--- config.mk ---
export PLATFORM = sky130hd
export DESIGN_NAME = mmio_regs
export DESIGN_NICKNAME = d
export VERILOG_FILES = /design/src/hw/mmio_regs.sv
export VERILOG_INCLUDE_DIRS = /design/src /design/src/include
export SDC_FILE = /design/constraint.sdc
export NUM_CORES = 1
export LEC_CHECK = 0
export BUFFER_PORTS_ARGS = -buffer_cell sky130_fd_sc_hd__buf_4
export CORE_MARGIN = 5
export CORE_UTILIZATION = 40
export CTS_BUF_LIST = sky130_fd_sc_hd__clkbuf_2
export CTS_CLUSTER_SIZE = 24
export DETAILED_ROUTE_END_ITERATION = 8
export PLACE_DENSITY = 0.87
export SLEW_MARGIN = 10
export SYNTH_ARGS = -nofsm -noshare
export SYNTH_HDL_FRONTEND = slang
export SYNTH_SLANG_ARGS = --single-unit
--- constraint.sdc ---
create_clock -name clk -period 1.8 [get_ports clk]
set_clock_uncertainty 0.05 [all_clocks]
set_input_delay 0.27 -clock clk [delete_from_list [all_inputs] [get_ports clk]]
set_output_delay 0.27 -clock clk [all_outputs]
set_load 0.02 [all_outputs]
--- src/include/dmem_settings.svh ---
`ifndef DMEM_SETTINGS_SVH
`define DMEM_SETTINGS_SVH

// access mode codes, as the core encodes them
`define MODE_WORD      3'd1
`define MODE_HALF      3'd2
`define MODE_BYTE      3'd3
`define MODE_HALFU     3'd4
`define MODE_BYTEU     3'd5

`define RAM_ADDR_BITS  12           // 4 KiB, wraps
`define MMIO_BASE      32'h0000_0100
`define MMIO_OFS_BITS  4            // 16 byte window
`define MMIO_TRIG_OFS  4'h0
`define MMIO_GPIO_OFS  4'h4

`define GPIO_BITS      8

`endif

--- src/hw/mmio_regs.sv ---
`timescale 1ns/1ps
`include "dmem_settings.svh"

module mmio_regs
(
    input  logic                  clk,
    input  logic                  rst,
    input  logic                  en,
    input  logic                  we,
    input  logic [3:0]            ofs,
    input  logic [31:0]           wdata,
    input  logic                  trigger,
    output logic [31:0]           rdata,
    output logic [`GPIO_BITS-1:0] gpio_out
);

    logic trig_meta;
    logic trig_sync;
    logic trig_flag;
    logic trig_read;
    logic gpio_write;

    assign trig_read  = en && !we && (ofs == `MMIO_TRIG_OFS);
    assign gpio_write = en && we && (ofs == `MMIO_GPIO_OFS);

    // two-flop synchronizer
    always_ff @(posedge clk)
    begin
        if (rst)
        begin
            trig_meta <= 1'b0;
            trig_sync <= 1'b0;
        end
        else
        begin
            trig_meta <= trigger;
            trig_sync <= trig_meta;
        end
    end

    always_ff @(posedge clk)
    begin
        if (rst)
            trig_flag <= 1'b0;
        else if (trig_sync)
            trig_flag <= 1'b1;     // set beats clear
        else if (trig_read)
            trig_flag <= 1'b0;
    end

    always_ff @(posedge clk)
    begin
        if (rst)
            gpio_out <= '0;
        else if (gpio_write)
            gpio_out <= wdata[`GPIO_BITS-1:0];
    end

    always_ff @(posedge clk)
    begin
        if (en && !we)
        begin
            case (ofs)
                `MMIO_TRIG_OFS: rdata <= {31'b0, trig_flag};
                `MMIO_GPIO_OFS: rdata <= {{(32-`GPIO_BITS){1'b0}}, gpio_out};
                default:        rdata <= '0;
            endcase
        end
    end

endmodule

Yosys cells after proc, flatten, opt, wreduce, memory -nomap -nowiden

Index checks and enable logic that the tools add are counted.

Register bits: 43
Input bits: 41
Output and inout bits: 40
Word-level logic and storage cells: 16

Equal/unequal tests: 1
Multiplexer cells: 3
Reduce and logical (&&, ||, !) cells: 7

Operators with widths:

| cell                                           | number |
|---|---|
| one-hot mux 8 bit (2 select lines)             | 1 |
| == test 4 x 3 -> 1 bit (second input constant) | 1 |
| logical AND 1 bit                              | 4 |
| logical NOT 4 bit                              | 1 |
| two-way mux 1 bit                              | 2 |
| nonzero test 2 bit                             | 1 |
| logical NOT 1 bit                              | 1 |

Depth between registers and ports, before layout

Gate-level depths: netlist of the first run.

Depth in word-level cells: 5
Depth in mapped cells: 4
Depth with buffers taken out: 3

Worst setup path after synthesis of the first run

OpenSTA, ideal clock, no wires.

Kind: input-to-reg
From: input ofs[3]
To: register gpio_out[0]
Setup time: 72 ps
Arrival time: 1135 ps
Data required time: 1678 ps
Slack: 544 ps
Cell stages on the path: 4
Buffers on the path: 1
Path through: nor4b_4 > and3_1 > buf_6 > mux2i_1

Word-level cells in the longest chain between the ends: 2

Ends and longest elaborated chain:

| what                   | RTL line        | text |
|---|---|---|
| start: declaration     | mmio_regs.sv:10 | `input logic [3:0] ofs,` |
| == test 4 x 3 -> 1 bit | -               |  |
| logical AND 1 bit      | mmio_regs.sv:24 | `` assign gpio_write = en && we && (ofs == `MMIO_GPIO_OFS); `` |
| end signal: assignment | mmio_regs.sv:56 | `` gpio_out <= wdata[`GPIO_BITS-1:0]; `` |
| end: declaration       | mmio_regs.sv:14 | `` output logic [`GPIO_BITS-1:0] gpio_out `` |

Every way passes these cells.
A chain may end at the register's enable or synchronous reset.

Final worst setup path of the first run

From: input ofs[3]
To: register gpio_out[2]

Same word-level chain as after synthesis.

==> impl_metrics.py, run 1 <==
metrics = {
    "layout": {
        "layout.cells.most_common_list": "sky130_fd_sc_hd__buf_4 (34), sky130_fd_sc_hd__conb_1 (24), sky130_fd_sc_hd__nand2b_1 (16)",
        "layout.cells.most_common": "sky130_fd_sc_hd__buf_4",
        "regArea_um2": 460,
        "area_used_by_multi_input_combinational_logic_um2": 400,
        "syn2layout_area_growth_pct": 20.5,
        "share_of_post_route_cells_with_drive_strength_above_1": 0.385,
        "n_antenna_cell": 0,
        "fillCellCount": 225,
        "design.final.nets": 164,
        "final_design_area_no_fill_um2": 1180,
    },
    "critical_path": {
        "setup.reg_to_reg.worst_slack_ns": 0.93,
        "cp.arrival_ns": 1.43,
        "setup.worst_path.start": "ofs[3]",
        "destination_of_the_critical_timing_path": "gpio_out[2]$_SDFFE_PP0P_",
        "worst-path-buf-inv": 1,
        "timing.critical_path.cells": "buf_4, nor4b_4, and3_1, mux2i_1",
        "critical_path.top_delay_family": "simple AND/OR/NAND/NOR gates",
        "critPathKind": "in2reg",
        "r2r_end": "rdata[0]$_DFFE_PP_",
        "critPathLaunchType": "input port",
        "critPathMaxStageDelay_ns": 0.50,
        "cp.required_ns": 1.99,
        "crit_fanout": 8,
        "path_depth": 4,
        "endpoint_class_of_the_critical_path": "register",
        "ff2ff_path_depth": 1,
        "critical_path.slowest_cell": "sky130_fd_sc_hd__and3_1",
        "reg2reg_from": "gpio_out[0]$_SDFFE_PP0P_",
    },
    "routing": {
        "route.vias.total": 631,
        "ant_nets": 0,
        "drcViolationCount": 0,
        "via_per_inst": 4.15,
        "detail_route.first_pass.iterations": 3,
        "finalWirelength_um": 1650,
        "routedWlPerCell_um": 10.8,
        "drt_iter0_drc": 3,
    },
    "yosys": {
        "dominantRegCellSynth": "sky130_fd_sc_hd__dfxtp_1",
        "syn_area_per_cell_um2": 11.1,
        "syn-cell-area_um2": 977,
        "synth_cell_type_count": 18,
        "ffs_latches_synth": 19,
        "synthesis.yosys.warnings": 0,
        "yosysSeqAreaShare": 0.471,
        "synth_cells": 88,
        "asyncSetResetFlopFracSynth": 0,
        "synth-edff-count": 8,
    },
    "grt": {
        "antenna_violations_before_repair": 0,
        "globalRouteTotalUtil": 0.0987,
        "first_global_vias": 593,
        "grt-ovfl-total": 0,
        "largest_net_degree_at_the_start_of_global_routing": 20,
        "grt_first_pass_wirelength_um": 2610,
    },
    "place": {
        "dp_hpwl_um": 1390,
        "place_area_um2": 1160,
        "port-buffer-count": 32,
        "final_weighted_congestion_of_routability_driven_global_placement": 0.685,
    },
    "power": {
        "ir_drop_mv": 0.288,
        "power_leakage_nw": 0.532,
        "pwr_density_cell_nw_per_um2": 650,
    },
    "status": {
        "status": "finished, final reports clean",
    },
    "floorplanning": {
        "die_width_um": 59.4,
        "die_y_um": 59.4,
        "rows": 18,
        "core-area_um2": 2410,
        "top_level_ports": 81,
        "die_area_um2": 3530,
        "start_util": 0.406,
    },
    "timing": {
        "final_total_negative_setup_slack_ns": 0,
        "worst_hold_slack_ns": 0.121,
        "finalHoldViolations": 0,
        "finalMaxSlewViolations": 0,
        "finalSetupViolations": 0,
        "clock.fmax_mhz": 807,
        "rsz0062_at_grt": "false",
        "final_min_period_over_clock_period": 0.689,
        "final_period_minus_worst_setup_slack_ns": 1.24,
    },
    "clock_network": {
        "cts_inserted_buffers": 3,
        "clock_sinks": 19,
        "tritoncts": "built",
        "cts_htree_levels": 1,
        "clock_latency_ns": 0.30,
        "post-cts-setup-buffers": 0,
        "ctsHoldBuffers": 0,
        "cts_repair_resize_count": 0,
        "clock-root-buffer": "sky130_fd_sc_hd__clkbuf_2",
        "worst_setup_hold_path_clk_slew_ns": 0.16,
        "clockBufferDepth": 2,
    },
    "worst_hold_path": {
        "worst_hold_path_type": "in2reg",
    },
    "run": {
        "timing.max_cap.violations": 0,
    },
}
## routing by layer
| layer | track usage | routed length (um) | vias to the layer above |
|---|---|---|---|
| li1 | - | - | 310 |
| met3 | 0.0240 | 195 | 4 |
| met2 | 0.168 | 830 | 33 |
| met4 | 0.0680 | 21 | 0 |
| met5 | 0 | 0 | - |
| met1 | 0.106 | 600 | 284 |
## stage by stage
step	power (mW)	worst slack, ns	utilization	cells
after floorplan	0.587	0.544	-	111
after global placement	0.590	0.268	0.480	148
after detailed placement	0.593	0.206	0.480	148
after CTS	0.767	0.530	0.489	152
after global routing	0.802	0.469	0.489	152
final	0.766	0.560	0.489	152
## state kept, by name, indices dropped and copies added, names as in the netlist
name and flops:
gpio_out 8, rdata 8, trig_flag 1, trig_meta 1, trig_sync 1
## cell usage after synthesis, types with 3 or more instances
master	number	area [um^2]
sky130_fd_sc_hd__and2_2	7	52.6
sky130_fd_sc_hd__dfxtp_1	11	220
sky130_fd_sc_hd__nand2b_1	16	100
sky130_fd_sc_hd__buf_4	24	180
sky130_fd_sc_hd__mux2i_1	8	80.1
sky130_fd_sc_hd__edfxtp_1	8	240
sky130_fd_sc_hd__nor2b_1	3	18.8
## where the power goes
part           switching, mW  internal [mW]
Combinational         0.0777         0.0452
Sequential           0.00365          0.457
Clock                  0.123         0.0589
## layout make-up
cell class / count / area share
tap: 30 / 0.0319
timing repair buffer: 34 / 0.217
clock buffer: 4 / 0.0170
sequential: 19 / 0.391
multi-input combinational: 64 / 0.340
inverter: 1 / 0.00319
## worst min-delay path by stage
stage	startpoint	endpoint	slack [ns]	depth (start not counted)
after global placement	trig_meta$_SDFF_PP0_	trig_sync$_SDFF_PP0_	0.37	1
after detailed placement	trig_meta$_SDFF_PP0_	trig_sync$_SDFF_PP0_	0.40	1
final	trigger	trig_meta$_SDFF_PP0_	0.12	2
after CTS	trigger	trig_meta$_SDFF_PP0_	0.12	2
after global routing	trigger	trig_meta$_SDFF_PP0_	0.12	2
after floorplan	trigger	trig_meta$_SDFF_PP0_	0.35	1
## logic make-up (layout without fill, tap and decap cells)
logic type             Yosys count  in the layout  synth area share
flip-flops                      19             19             0.471
buffers and inverters           28             39             0.207
other                            1             24           0.00384
AO/OA/AOI/OAI                    2              2            0.0192
AND/OR/NAND/NOR                 30             30             0.216
multiplexers                     8              8            0.0819
No activity file was read; power rests on OpenSTA's default activity.
==> run 2: changes to the inputs <==
--- a/config.mk
+++ b/config.mk
@@ -8,11 +8,11 @@
 export LEC_CHECK = 0
 export BUFFER_PORTS_ARGS = -buffer_cell sky130_fd_sc_hd__buf_4
 export CORE_MARGIN = 5
-export CORE_UTILIZATION = 40
+export CORE_UTILIZATION = 36
 export CTS_BUF_LIST = sky130_fd_sc_hd__clkbuf_2
 export CTS_CLUSTER_SIZE = 24
 export DETAILED_ROUTE_END_ITERATION = 8
-export PLACE_DENSITY = 0.87
+export PLACE_DENSITY = 0.83
 export SLEW_MARGIN = 10
 export SYNTH_ARGS = -nofsm -noshare
 export SYNTH_HDL_FRONTEND = slang
==> constraint.sdc (replaced) <==
create_clock -name clk -period 1 [get_ports clk]
set_clock_uncertainty 0.05 [all_clocks]
set_input_delay 0.15 -clock clk [delete_from_list [all_inputs] [get_ports clk]]
set_output_delay 0.15 -clock clk [all_outputs]
set_load 0.02 [all_outputs]
==> run 2 against run 1 <==
Against the previous run:
- the flow now finishes with violations (negative setup slack)
- global-route usage fell by 0.19 points
- hold slack worse by 0.071 ns
- non-clock buffer count grew 9
- critical path depth is 3 lower
- power up 81%
- cell area increased by 13%
- wire length rose by 17%
- setup slack worse by 0.62 ns
- count of clock-buffer cells in the layout did not move
- sequential cell count is the same
- sequential share of layout area decreased by 3.8 points
- highest routed layer unchanged
==> impl_metrics.py, run 2 (synthesis gave the netlist of run 1 again) <==
metrics = {
    "place": {
        "place_area_um2": 1180,
        "dp_hpwl_um": 1500,
        "place_inst": 149,
        "final_weighted_congestion_of_routability_driven_global_placement": 0.699,
        "port-buffer-count": 32,
        "place_ws_ns": -0.242,
    },
    "layout": {
        "design.final.nets": 173,
        "final_design_area_no_fill_um2": 1330,
        "syn2layout_area_growth_pct": 36.4,
        "finish.cell_count_without_fillers": 161,
        "top_regs": "gpio_out (8), rdata (8)",
        "share_of_post_route_cells_with_drive_strength_above_1": 0.489,
        "layout.cells.most_common_list": "sky130_fd_sc_hd__buf_4 (25), sky130_fd_sc_hd__conb_1 (24), sky130_fd_sc_hd__nand2b_1 (16), sky130_fd_sc_hd__buf_6 (16)",
        "fillCellCount": 221,
        "layout.cells.most_common": "sky130_fd_sc_hd__buf_4",
        "n_antenna_cell": 0,
    },
    "critical_path": {
        "crit_fanout": 1,
        "timing.critical_path.cells": "buf_6",
        "critical_path.slowest_cell": "sky130_fd_sc_hd__edfxtp_1",
        "critPathKind": "reg2out",
        "critPathLaunchType": "register",
        "cp.arrival_ns": 0.86,
        "critPathMaxStageDelay_ns": 0.42,
        "endpoint_class_of_the_critical_path": "output pin",
        "cp.required_ns": 0.80,
        "critical_path.top_delay_family": "flip-flops",
        "worst-path-buf-inv": 1,
    },
    "status": {
        "failed_checks": "negative setup slack",
        "status": "finished with violations",
    },
    "timing": {
        "final_min_period_over_clock_period": 1.06,
        "finalSetupViolations": 8,
        "final_total_negative_setup_slack_ns": -0.393,
        "finalMaxSlewViolations": 0,
        "finalHoldViolations": 0,
        "clock.fmax_mhz": 946,
        "final_period_minus_worst_setup_slack_ns": 1.06,
        "timing.final.ws_setup_ns": -0.0567,
        "rsz0062_at_grt": "true",
    },
    "routing": {
        "drcViolationCount": 0,
        "route.vias.total": 687,
        "via_per_inst": 4.27,
        "finalWirelength_um": 1940,
        "routedWlPerCell_um": 12.0,
        "ant_nets": 0,
        "detail_route.first_pass.iterations": 2,
        "drt_iter0_drc": 15,
    },
    "power": {
        "power_leakage_nw": 0.602,
        "pwr_density_cell_nw_per_um2": 1040,
        "ir_drop_mv": 0.640,
        "report.power.total_mw": 1.39,
    },
    "clock_network": {
        "clock_sinks": 19,
        "clock_latency_ns": 0.29,
        "worst_setup_hold_path_clk_slew_ns": 0.16,
        "cts_htree_levels": 1,
        "clock-root-buffer": "sky130_fd_sc_hd__clkbuf_2",
        "tritoncts": "built",
        "cts_inserted_buffers": 3,
        "clockBufferDepth": 2,
    },
    "floorplanning": {
        "top_level_ports": 81,
        "die_y_um": 62.1,
        "core-area_um2": 2540,
        "rows": 18,
        "start_util": 0.384,
        "die_width_um": 62.1,
        "die_area_um2": 3860,
    },
    "grt": {
        "antenna_violations_before_repair": 0,
        "grt_first_pass_wirelength_um": 3110,
        "globalRouteTotalUtil": 0.0969,
        "first_global_vias": 690,
        "grt-ovfl-total": 0,
        "largest_net_degree_at_the_start_of_global_routing": 20,
    },
    "run": {
        "timing.max_cap.violations": 0,
    },
    "worst_hold_path": {
        "worst_hold_path_type": "in2reg",
    },
}
[run 2: changes by cell type in the layout (fill, tap and decap cells not counted), moves of 8 or more]
cell	before	now
sky130_fd_sc_hd__buf_4	34	25
sky130_fd_sc_hd__dfxtp_1	11	3
sky130_fd_sc_hd__buf_6	0	16
sky130_fd_sc_hd__dfxtp_2	0	8
[run 2: metal layers]
layer | wire (um) | global-route usage
met1 | 750 | 0.107
met2 | 973 | 0.172
met3 | 188 | 0.0306
met4 | 23 | 0.0325
met5 | 0 | 0
[run 2: final cells by class]
cell class	instances	area (um^2)	area share
sequential	19	470	0.353
multi-input combinational	64	403	0.302
timing repair buffer	43	398	0.299
tap	30	37.5	0.0282
clock buffer	4	20.0	0.0150
inverter	1	3.75	0.00282
[run 2: what timing repair did]
item,CTS,global route
endpoints found under the setup margin,16,16
endpoints found under the hold margin,1,0
gates resized for setup,22,2
hold buffers,1,0
buffers inserted,7,0
[run 2: metrics by stage]
step	util	hold WS [ns]
after floorplan	-	0.228
after global placement	0.464	0.315
after detailed placement	0.464	0.322
after CTS	0.521	0.0451
after global routing	0.524	0.0384
final	0.524	0.0508
[run 2: worst paths after layout]
path / start / end / slack (ns) / cells past startpoint
max: rdata[3]$_DFFE_PP_ / rdata[3] / -0.06 / 1
min reg2reg: trig_meta$_SDFF_PP0_ / trig_sync$_SDFF_PP0_ / 0.43 / 1
min: rst / trig_meta$_SDFF_PP0_ / 0.05 / 2
max reg2reg: gpio_out[0]$_SDFFE_PP0P_ / rdata[0]$_DFFE_PP_ / 0.02 / 2
[run 2: where the power goes]
group          switching [mW]  internal [mW]
sequential            0.00859          0.823
clock                   0.213          0.106
combinational           0.143         0.0952
total                   0.365           1.02
==> run 3: changes to the inputs <==
--- a/config.mk
+++ b/config.mk
@@ -7,12 +7,14 @@
 export NUM_CORES = 1
 export LEC_CHECK = 0
 export BUFFER_PORTS_ARGS = -buffer_cell sky130_fd_sc_hd__buf_4
+export CELL_PAD_IN_SITES_DETAIL_PLACEMENT = 0
+export CELL_PAD_IN_SITES_GLOBAL_PLACEMENT = 2
 export CORE_MARGIN = 5
-export CORE_UTILIZATION = 36
+export CORE_UTILIZATION = 19
 export CTS_BUF_LIST = sky130_fd_sc_hd__clkbuf_2
 export CTS_CLUSTER_SIZE = 24
 export DETAILED_ROUTE_END_ITERATION = 8
-export PLACE_DENSITY = 0.83
+export PLACE_DENSITY = 0.81
 export SLEW_MARGIN = 10
 export SYNTH_ARGS = -nofsm -noshare
 export SYNTH_HDL_FRONTEND = slang
==> run 3 against run 2 <==
Against the previous run:
- the flow still finishes with violations (negative setup slack)
- non-clock buffer count is the same
- sequential cell count stayed put
- critical path depth unchanged
- cell area rose by 4.7%
==> impl_metrics.py, run 3 (synthesis gave the netlist of run 1 again) <==
metrics = {
    "floorplanning": {
        "start_util": 0.194,
        "die_y_um": 81.7,
        "die_width_um": 81.7,
        "die_area_um2": 6680,
        "rows": 26,
        "core-area_um2": 5040,
        "top_level_ports": 81,
    },
    "critical_path": {
        "setup.reg_to_reg.worst_slack_ns": 0.01,
        "critPathMaxStageDelay_ns": 0.44,
        "ff2ff_path_depth": 2,
        "cp.arrival_ns": 0.89,
        "path_depth": 1,
        "cp.required_ns": 0.80,
        "destination_of_the_critical_timing_path": "rdata[4]",
        "worst-path-buf-inv": 1,
        "setup.worst_path.start": "rdata[4]$_DFFE_PP_",
        "r2r_end": "rdata[0]$_DFFE_PP_",
        "critical_path.slowest_cell": "sky130_fd_sc_hd__edfxtp_1",
        "crit_fanout": 1,
        "endpoint_class_of_the_critical_path": "output pin",
        "reg2reg_from": "gpio_out[0]$_SDFFE_PP0P_",
        "timing.critical_path.cells": "buf_6",
        "critPathKind": "reg2out",
        "critical_path.top_delay_family": "flip-flops",
        "critPathLaunchType": "register",
    },
    "place": {
        "final_weighted_congestion_of_routability_driven_global_placement": 0.663,
        "dp_hpwl_um": 1540,
        "port-buffer-count": 32,
    },
    "clock_network": {
        "worst_setup_hold_path_clk_slew_ns": 0.19,
        "cts_inserted_buffers": 3,
        "clockBufferDepth": 2,
        "cts_htree_levels": 1,
        "tritoncts": "built",
        "clock_sinks": 19,
        "clock_latency_ns": 0.30,
        "clock-root-buffer": "sky130_fd_sc_hd__clkbuf_2",
    },
    "worst_hold_path": {
        "worst_hold_path_type": "in2reg",
    },
    "grt": {
        "grt_first_pass_wirelength_um": 2970,
        "first_global_vias": 617,
        "globalRouteTotalUtil": 0.0598,
        "globalRouteMet3Util": 0.0307,
        "grt_use_met1": 0.0705,
        "busiest_layer": "met2",
        "met2_usage": 0.0985,
        "largest_net_degree_at_the_start_of_global_routing": 20,
        "antenna_violations_before_repair": 0,
        "grt-ovfl-total": 0,
    },
    "routing": {
        "routedWlPerCell_um": 9.90,
        "route.vias.total": 646,
        "drcViolationCount": 0,
        "drt_iter0_drc": 24,
        "finalWirelength_um": 1990,
        "via_per_inst": 3.21,
        "detail_route.first_pass.iterations": 4,
        "ant_nets": 0,
    },
    "layout": {
        "top_regs": "gpio_out (8), rdata (8)",
        "fillCellCount": 557,
        "n_antenna_cell": 0,
        "syn2layout_area_growth_pct": 42.8,
        "final_core_util": 0.277,
        "layout.cells.most_common_list": "sky130_fd_sc_hd__conb_1 (24), sky130_fd_sc_hd__buf_4 (24), sky130_fd_sc_hd__nand2b_1 (16), sky130_fd_sc_hd__buf_6 (16)",
        "share_of_post_route_cells_with_drive_strength_above_1": 0.489,
        "design.final.nets": 173,
    },
    "power": {
        "pwr_density_cell_nw_per_um2": 1010,
        "power_leakage_nw": 0.605,
        "ir_drop_mv": 0.562,
        "report.power.total_mw": 1.40,
    },
    "timing": {
        "finalMaxSlewViolations": 0,
        "final_min_period_over_clock_period": 1.09,
        "final_period_minus_worst_setup_slack_ns": 1.09,
        "finalSetupViolations": 10,
        "finalHoldViolations": 0,
        "clock.fmax_mhz": 918,
        "timing.final.ws_setup_ns": -0.0889,
        "rsz0062_at_grt": "true",
    },
    "run": {
        "timing.max_cap.violations": 0,
    },
    "status": {
        "status": "finished with violations",
        "failed_checks": "negative setup slack",
    },
}
-- run 3: changes by cell type in the layout (fill, tap and decap cells not counted) --
cell,before,now
sky130_fd_sc_hd__clkinv_2,0,1
sky130_fd_sc_hd__buf_12,1,2
sky130_fd_sc_hd__buf_4,25,24
sky130_fd_sc_hd__clkbuf_2,4,3
-- run 3: worst min-delay path by stage --
| stage | from | endpoint | slack [ns] | cells after the start |
|---|---|---|---|---|
| 2_1_floorplan | trigger | trig_meta$_SDFF_PP0_ | 0.23 | 1 |
| 3_3_place_gp | trigger | trig_meta$_SDFF_PP0_ | 0.33 | 2 |
| 3_5_place_dp | trigger | trig_meta$_SDFF_PP0_ | 0.34 | 2 |
| 4_1_cts | wdata[4] | gpio_out[4]$_SDFFE_PP0P_ | 0.02 | 3 |
| 5_1_grt | wdata[6] | gpio_out[6]$_SDFFE_PP0P_ | 0.003 | 3 |
| 6_report | wdata[4] | gpio_out[4]$_SDFFE_PP0P_ | 0.03 | 3 |
-- run 3: final cells by class --
class,count,area (um^2),share of cell area
tap,70,87.6,0.0628
timing repair buffer,43,410,0.294
clock inverter,1,5.00,0.00359
clock buffer,3,15.0,0.0108
sequential,19,470,0.337
inverter,1,3.75,0.00269
multi-input combinational,64,403,0.289
-- run 3: report_power, final --
group	switching, mW	internal [mW]	total (mW)
combinational	0.145	0.101	0.247
sequential	0.00796	0.823	0.831
clock	0.236	0.0906	0.326
-- run 3: per-layer routing --
layer / vias to the layer above / part of all wire
li1: 324 / -
met1: 287 / 0.41
met2: 33 / 0.47
met3: 2 / 0.11
met4: 0 / 0.0050
met5: - / 0
-- run 3: what timing repair did --
| action | in CTS | in global routing |
|---|---|---|
| setup buffers | 6 | 0 |
| hold endpoints to repair | 1 | 0 |
| endpoints found under the setup margin | 16 | 16 |
| hold buffers | 1 | 0 |
| gates resized for setup | 24 | 0 |
-- run 3: metrics by stage --
stage | setup TNS (ns) | std cells | area (um^2) | hold slack, ns | setup slack, ns
after global placement | -2.32 | 190 | 1250 | 0.334 | -0.215
after detailed placement | -2.79 | 190 | 1250 | 0.335 | -0.269
after CTS | -0.761 | 201 | 1400 | 0.0201 | -0.104
after floorplan | -1.09 | 111 | 1070 | 0.228 | -0.136
final | -0.514 | 201 | 1400 | 0.0327 | -0.0889
after global routing | -1.43 | 201 | 1400 | 0.00326 | -0.149
